===== src/monitor_bus_pkg.sv =====
package monitor_bus_pkg;

	// Word addressed bus, so the two low byte-address bits are gone
	localparam int addr_w = 30;
	localparam int data_w = 32;

	localparam logic [addr_w-1:0] test_port = 30'hFF; // Results land here

	// Both symbols are given in readable byte order
	localparam logic [data_w-1:0] begin_symbol = 32'h00000168;
	localparam logic [data_w-1:0] end_symbol = 32'hFFFFFD5D;

endpackage


===== src/monitor_check_pkg.sv =====
package monitor_check_pkg;

	// Words compared after the begin symbol, the last one being the end symbol
	localparam int check_num = 95;

	// Last index of the rising half, the next index repeats its value
	localparam int peak_index = 46;

	localparam int err_w = 8; // Error counter, reads all ones before a run
	localparam int dur_w = 16; // Cycles spent in check

	typedef enum logic [1:0] {
		idle,
		check,
		report
	} check_state_t;

endpackage


===== src/wb_if.sv =====
interface wb_if;
	import monitor_bus_pkg::*;

	logic cyc;
	logic stb;
	logic we;
	logic [addr_w-1:0] adr;
	logic [data_w-1:0] dat;
	logic ack;

	// A transfer completes on an edge with cyc, stb and ack high
	modport master (
		output cyc,
		output stb,
		output we,
		output adr,
		output dat,
		input ack
	);

	modport slave (
		input cyc,
		input stb,
		input we,
		input adr,
		input dat,
		output ack
	);

endinterface


===== src/store_filter.sv =====
module store_filter (
	input logic clk,
	input logic rst,
	input logic cyc,
	input logic stb,
	input logic we,
	input logic [monitor_bus_pkg::addr_w-1:0] addr,
	input logic [monitor_bus_pkg::data_w-1:0] data,
	output logic ack,
	wb_if.master out
);
	import monitor_bus_pkg::*;

	logic busy; // A store was taken and is not yet acknowledged
	logic fwd; // Decision made, the word goes out next cycle
	logic out_stb;
	logic take;
	logic [data_w-1:0] data_swap;
	logic [data_w-1:0] word;

	// Processor writes little-endian, the checker wants readable order
	assign data_swap = {data[7:0], data[15:8], data[23:16], data[31:24]};

	assign take = !busy && cyc && stb;

	always_ff @(posedge clk or negedge rst) begin
		if (!rst) begin
			busy <= 1'b0;
			fwd <= 1'b0;
			out_stb <= 1'b0;
			ack <= 1'b0;
		end else begin
			ack <= 1'b0;
			if (take) begin
				busy <= 1'b1;
				if (we && addr == test_port) begin
					fwd <= 1'b1;
				end else begin
					ack <= 1'b1; // Not for the test port, acknowledge and drop
				end
			end
			if (fwd) begin
				out_stb <= 1'b1;
				fwd <= 1'b0;
			end
			// The outside store finishes only once the FIFO took the word
			if (out_stb && out.ack) begin
				out_stb <= 1'b0;
				ack <= 1'b1;
			end
			if (ack) begin
				busy <= 1'b0; // Master drops stb on this edge
			end
		end
	end

	always_ff @(posedge clk) begin
		if (take) begin
			word <= data_swap;
		end
	end

	assign out.cyc = out_stb;
	assign out.stb = out_stb;
	assign out.we = 1'b1;
	assign out.adr = test_port;
	assign out.dat = word;

endmodule


===== src/store_fifo.sv =====
module store_fifo #(
	parameter int depth = 8
) (
	input logic clk,
	input logic rst,
	wb_if.slave wr,
	wb_if.master rd
);
	import monitor_bus_pkg::*;

	logic [data_w-1:0] mem_dat [depth];
	logic [addr_w-1:0] mem_adr [depth];

	// The extra top bit tells full from empty when the low bits match
	logic [$clog2(depth):0] wptr;
	logic [$clog2(depth):0] rptr;

	logic wr_ack;
	logic empty;
	logic full;
	logic push;
	logic pop;

	assign empty = wptr == rptr;
	assign full = (wptr[$clog2(depth)] != rptr[$clog2(depth)]) &&
		(wptr[$clog2(depth)-1:0] == rptr[$clog2(depth)-1:0]);

	assign push = wr.cyc && wr.stb && wr_ack && wr.we; // Reads are acked but hold nothing
	assign pop = rd.cyc && rd.stb && rd.ack;

	always_ff @(posedge clk or negedge rst) begin
		if (!rst) begin
			wr_ack <= 1'b0;
			wptr <= '0;
			rptr <= '0;
		end else begin
			// While full the ack stays low and the writer has to wait
			wr_ack <= wr.cyc && wr.stb && !wr_ack && !full;
			if (push) begin
				wptr <= wptr + 1'b1;
			end
			if (pop) begin
				rptr <= rptr + 1'b1;
			end
		end
	end

	always_ff @(posedge clk) begin
		if (push) begin
			mem_dat[wptr[$clog2(depth)-1:0]] <= wr.dat;
			mem_adr[wptr[$clog2(depth)-1:0]] <= wr.adr;
		end
	end

	assign wr.ack = wr_ack;

	// Oldest word is offered for as long as anything is stored
	assign rd.cyc = !empty;
	assign rd.stb = !empty;
	assign rd.we = 1'b1;
	assign rd.adr = mem_adr[rptr[$clog2(depth)-1:0]];
	assign rd.dat = mem_dat[rptr[$clog2(depth)-1:0]];

endmodule


===== src/result_checker.sv =====
module result_checker (
	input logic clk,
	input logic rst,
	wb_if.slave in,
	output logic [monitor_check_pkg::err_w-1:0] error_num,
	output logic [monitor_check_pkg::dur_w-1:0] duration,
	output logic finish
);
	import monitor_bus_pkg::*;
	import monitor_check_pkg::*;

	check_state_t state;

	logic ack;
	logic take; // A test-port word is consumed on this edge
	logic last;
	logic [$clog2(check_num)-1:0] index;

	// Running pair of terms, cur is the value expected at index
	logic [data_w-1:0] prev;
	logic [data_w-1:0] cur;
	logic [data_w-1:0] expected;

	// Registered ack gives at most one word every other cycle
	always_ff @(posedge clk or negedge rst) begin
		if (!rst) begin
			ack <= 1'b0;
		end else begin
			ack <= in.cyc && in.stb && !ack;
		end
	end

	assign in.ack = ack;

	assign take = in.cyc && in.stb && ack && in.we && in.adr == test_port;
	assign last = index == check_num - 1;
	assign expected = last ? end_symbol : cur;

	always_ff @(posedge clk or negedge rst) begin
		if (!rst) begin
			state <= idle;
			index <= '0;
			error_num <= '1;
			duration <= '0;
		end else begin
			case (state)
				idle: begin
					// Everything before the begin symbol is dropped
					if (take && in.dat == begin_symbol) begin
						state <= check;
						index <= '0;
						error_num <= '0;
						duration <= '0;
					end
				end
				check: begin
					duration <= duration + 1'b1;
					if (take) begin
						if (in.dat != expected) begin
							error_num <= error_num + 1'b1;
						end
						index <= index + 1'b1;
						if (last) begin
							state <= report;
						end
					end
				end
				report: begin
					state <= report; // Counters freeze until reset
				end
				default: begin
					state <= idle;
				end
			endcase
		end
	end

	always_ff @(posedge clk) begin
		if (state == idle) begin
			prev <= data_w'(1); // So that the first sum gives 1 after 0
			cur <= '0;
		end else if (state == check && take) begin
			if (index < peak_index) begin
				prev <= cur;
				cur <= prev + cur;
			end else if (index > peak_index) begin
				// Walking back down the same terms
				prev <= cur - prev;
				cur <= prev;
			end
		end
	end

	assign finish = state == report;

endmodule


===== src/result_monitor_top.sv =====
module result_monitor_top (
	input logic clk,
	input logic rst,
	input logic cyc,
	input logic stb,
	input logic we,
	input logic [monitor_bus_pkg::addr_w-1:0] addr,
	input logic [monitor_bus_pkg::data_w-1:0] data,
	output logic ack,
	output logic [monitor_check_pkg::err_w-1:0] error_num,
	output logic [monitor_check_pkg::dur_w-1:0] duration,
	output logic finish
);

	wb_if store_bus ();
	wb_if check_bus ();

	store_filter i_store_filter (
		.clk(clk),
		.rst(rst),
		.cyc(cyc),
		.stb(stb),
		.we(we),
		.addr(addr),
		.data(data),
		.ack(ack),
		.out(store_bus.master)
	);

	// Keeps the store path moving while the checker takes its two cycles per word
	store_fifo #(
		.depth(8)
	) i_store_fifo (
		.clk(clk),
		.rst(rst),
		.wr(store_bus.slave),
		.rd(check_bus.master)
	);

	result_checker i_result_checker (
		.clk(clk),
		.rst(rst),
		.in(check_bus.slave),
		.error_num(error_num),
		.duration(duration),
		.finish(finish)
	);

endmodule


===== config.mk =====
export PLATFORM = sky130hd
export DESIGN_NAME = result_monitor_top
export DESIGN_NICKNAME = d
export VERILOG_FILES = /design/src/monitor_bus_pkg.sv /design/src/monitor_check_pkg.sv /design/src/wb_if.sv /design/src/store_filter.sv /design/src/store_fifo.sv /design/src/result_checker.sv /design/src/result_monitor_top.sv
export SDC_FILE = /design/constraint.sdc
export NUM_CORES = 1
export LEC_CHECK = 0
export BUFFER_PORTS_ARGS = -buffer_cell sky130_fd_sc_hd__buf_4
export CAP_MARGIN = 15
export CORE_ASPECT_RATIO = 0.75
export CORE_MARGIN = 2
export CORE_UTILIZATION = 50
export CTS_CLUSTER_DIAMETER = 30
export DETAILED_ROUTE_END_ITERATION = 8
export GPL_TIMING_DRIVEN = 0
export PLACE_DENSITY = 0.69
export SYNTH_ARGS = -nofsm -noshare
export SYNTH_HDL_FRONTEND = slang
export SYNTH_HIERARCHICAL = 1
export SYNTH_SLANG_ARGS = --single-unit

===== constraint.sdc =====
create_clock -name clk -period 5.5 [get_ports clk]
set_input_delay 0.825 -clock clk [delete_from_list [all_inputs] [get_ports clk]]
set_output_delay 0.825 -clock clk [all_outputs]
set_load 0.1 [all_outputs]

==> flow_summary_export.csv <==
group,metric,value,unit
sta,finClkSkew,41.3,ps
cells_and_area,area_growth,20.8,%
cells_and_area,finish.utilization,0.608,
sta,fin_crit_sh,0.975,
grt,grt_usage,0.251,
synth,synth_commonest_cells,"edfxtp_1 (528), nor2_1 (126), mux4_2 (124), a21oi_1 (120), nand2_1 (116)",
place,port_buffers,92,
critical_path,crit_top_cell,"buf_2",
clock_network,clock_sinks,639,
cells_and_area,drive_gt1_frac,0.252,
critical_path,crit_type,"flip-flop to flip-flop",
route,dr.first_iter.drc_count,2296,
clock_network,cts_resized,3,
cells_and_area,diodes,0,
sta,period_minus_slack,5360,ps
sta,worst_slew_pin_slew,1060,ps
route,routedWlPerCell,23.8,um
clock_network,hold_buffers,0,
sta,layout_setup_ws,137,ps
critical_path,r2r-end,"i_result_checker/prev[11]",
critical_path,crit_chain,"buf_2 -> buf_2 -> buf_2 -> mux4_2 -> mux2_2 -> nor4_1 -> nand4_1 -> or4_1 -> buf_2 -> or2_2 -> buf_2 -> buf_2 -> buf_1 -> a221oi_1",
grt,grt_pass1_wl,115000,um
critical_path,start_kind,"flip-flop",
worst_hold_path,hold_class,"input port to async pin",
status,status,"finished, final reports clean",
critical_path,path_max_fanout,10,
place,dp_cells,3002,
route,num_vias,19199,
sta,setup_viol,0,
route,viasPerCell,6.01,
critical_path,cp-endpoint,"i_result_checker/prev[11]",
clock_network,clkTransAtPathRegs,50,ps
critical_path,crit_path_top_delay_cell,"or4_1",
clock_network,numCtsBuffers,103,
critical_path,startpoint,"i_store_fifo/rptr[1]",
floorplanning,fp-row-count,77,
clock_network,clockBufferDepth,3,
synth,synth-main-ff-cell,"edfxtp_1",
place,globalplace.congestion,0.949,
synth,synth_area,29500,um^2
critical_path,max_stage_delay,640,ps
sta,fmax,186,MHz
synth,synth_edf_count,528,
clock_network,tritoncts,"built",
place,pre_cts_ws,-3.88,ps
synth,seq_area_frac_synth,0.620,
grt,grt_pass1_vias,19116,
synth,synth_most_common_cell,"edfxtp_1",
pwr,ir_drop,0.300,mV
route,ant_nets,0,
route,dr.pass1.iters,6,
grt,grt-ovfl-total,0,
place,dp_hpwl,50600,um
critical_path,reg2reg_depth,14,
route,drt_wl_total,76000,um
synth,synthCells,2066,
sta,hold_viol,0,
synth,yosysTopAreaCell,"edfxtp_1",
cells_and_area,fin_cells,3196,
clock_network,cts_max_level,3,
synth,async_flop_share,0.0736,
critical_path,worstPathRequired,6040,ps
grt,antenna_found_initial,1,
floorplanning,fp.dieW,285,um
synth,synth-warning-count,6,
clock_network,ctsRootBufferMaster,"clkbuf_16",
sta,grt_setup_unrepaired,"false",
critical_path,worstPathArrival,5900,ps
floorplanning,die_h,214,um
critical_path,r2r_setup_slack,140,ps
synth,ys_ff_latch,639,
synth,syn_avg_cell_area,14.3,um^2
grt,grt_max_degree,48,
sta,report.final.slew_viol_count,0,
critical_path,critPathCaptureType,"flip-flop",
pwr,powerDensity,337,nW/um^2
floorplanning,ios,93,
sta,hold_ws,196,ps
synth,synth_area_leaders,"edfxtp_1 (54%), mux4_2 (9.5%), dfxtp_1 (4.3%)",
floorplanning,core_area,58700,um^2
cells_and_area,nNetsFinal,2457,
floorplanning,start_util,0.503,
clock_network,clk_latency,680,ps
synth,synth_cell_types,86,
flow_run,cap_violations,0,
sta,max-slew-margin-rel,0.290,
pwr,p_leak,0.0126,uW
floorplanning,die_area,61100,um^2
route,drc_errors,0,
clock_network,post_cts_buffers,0,
critical_path,reg2reg_from,"i_store_fifo/rptr[1]",
synth,yosysTopAreaCellShare,0.537,
worst min-delay path by stage:
stage                                    startpoint                            end  slack [ps]  cells past startpoint
final                                           rst   i_result_checker/duration[6]         200                      1
after global routing                            rst   i_result_checker/duration[6]         200                      1
after CTS                                       rst  i_result_checker/duration[10]         180                      1
after detailed placement         i_store_filter/ack            i_store_filter/busy         490                      1
after global placement    i_result_checker/prev[23]      i_result_checker/prev[23]         480                      2
after floorplan                 i_store_fifo/wr.ack            i_store_fifo/wr.ack         460                      1
cell families (layout without fill, tap and decap cells):
| group | after synthesis | after routing | synth area share |
|---|---|---|---|
| other cells | 3 | 32 | 0.000381 |
| fa+ha+maj | 73 | 73 | 0.0314 |
| compound gates | 390 | 390 | 0.0881 |
| simple gates | 462 | 462 | 0.0776 |
| buf+inv | 224 | 535 | 0.0373 |
| xor+xnor | 82 | 82 | 0.0243 |
| flops | 639 | 639 | 0.620 |
| mux | 193 | 193 | 0.121 |
through the flow:
stage	instance area, um^2	TNS (ps)	power [uW]
2_1_floorplan	29700	0	5400
3_3_place_gp	31300	-447410	5450
3_5_place_dp	32000	-3.88	5460
4_1_cts	35700	0	12100
5_1_grt	35700	0	12400
6_report	35700	0	12000
worst max-delay path, delay by kind of cell (launching register included):
family | cells | cell delay [ps]
flip-flops | 1 | 380
buffers and inverters | 7 | 2040
AO/OA/AOI/OAI | 1 | 400
multiplexers | 2 | 700
AND/OR/NAND/NOR | 4 | 1700
power breakdown:
part / total [uW] / internal, uW / switching [uW]
Combinational: 107 / 50.0 / 57.0
Clock: 6660 / 4210 / 2440
Sequential: 5270 / 5250 / 20.8
Total: 12000 / 9510 / 2520
state kept, by name (all words and copies together), names as in the netlist:
signal / cells
i_store_filter/busy: 1
i_store_filter/out.dat: 32
i_store_filter/fwd: 1
i_result_checker/cur: 32
i_result_checker/duration: 16
i_store_fifo/mem_dat: 256
i_result_checker/prev: 32
i_store_fifo/wr.ack: 1
i_result_checker/in.ack: 1
i_store_filter/ack: 1
i_result_checker/state: 2
i_result_checker/error_num: 8
i_store_filter/out.cyc: 1
i_store_fifo/rptr: 4
i_store_fifo/wptr: 4
i_result_checker/index: 7
i_store_fifo/mem_adr: 240
cell usage in the layout (no fill, tap or decap), types with 52 or more instances in the layout:
| cell | netlist | routed |
|---|---|---|
| mux4_2 | 124 | 124 |
| clkbuf_1 | 49 | 54 |
| clkbuf_16 | 0 | 103 |
| a21oi_1 | 120 | 120 |
| nand2_1 | 116 | 116 |
| edfxtp_1 | 528 | 528 |
| o21ai_0 | 55 | 55 |
| inv_1 | 77 | 76 |
| xnor2_1 | 52 | 52 |
| ha_1 | 71 | 71 |
| dfxtp_1 | 64 | 64 |
| nor2_1 | 126 | 120 |
| mux2_2 | 63 | 63 |
| buf_4 | 37 | 129 |
final cells by class:
| class | count | area (um^2) |
|---|---|---|
| inverter | 80 | 303 |
| timing repair buffer | 117 | 1300 |
| clock inverter | 83 | 1020 |
| clock buffer | 111 | 2640 |
| buffer | 144 | 806 |
| tap | 790 | 988 |
| multi-input combinational | 1232 | 10300 |
| sequential | 639 | 18300 |
| fill | 4297 | 23000 |
metal layers:
layer,up-vias,global-route usage,part of all wire
li1,8473,-,-
met1,9650,0.372,0.44
met5,-,0,0
met2,924,0.367,0.44
met4,0,0.0788,0.026
met3,152,0.0616,0.094
No activity file was read; power rests on OpenSTA's default activity.
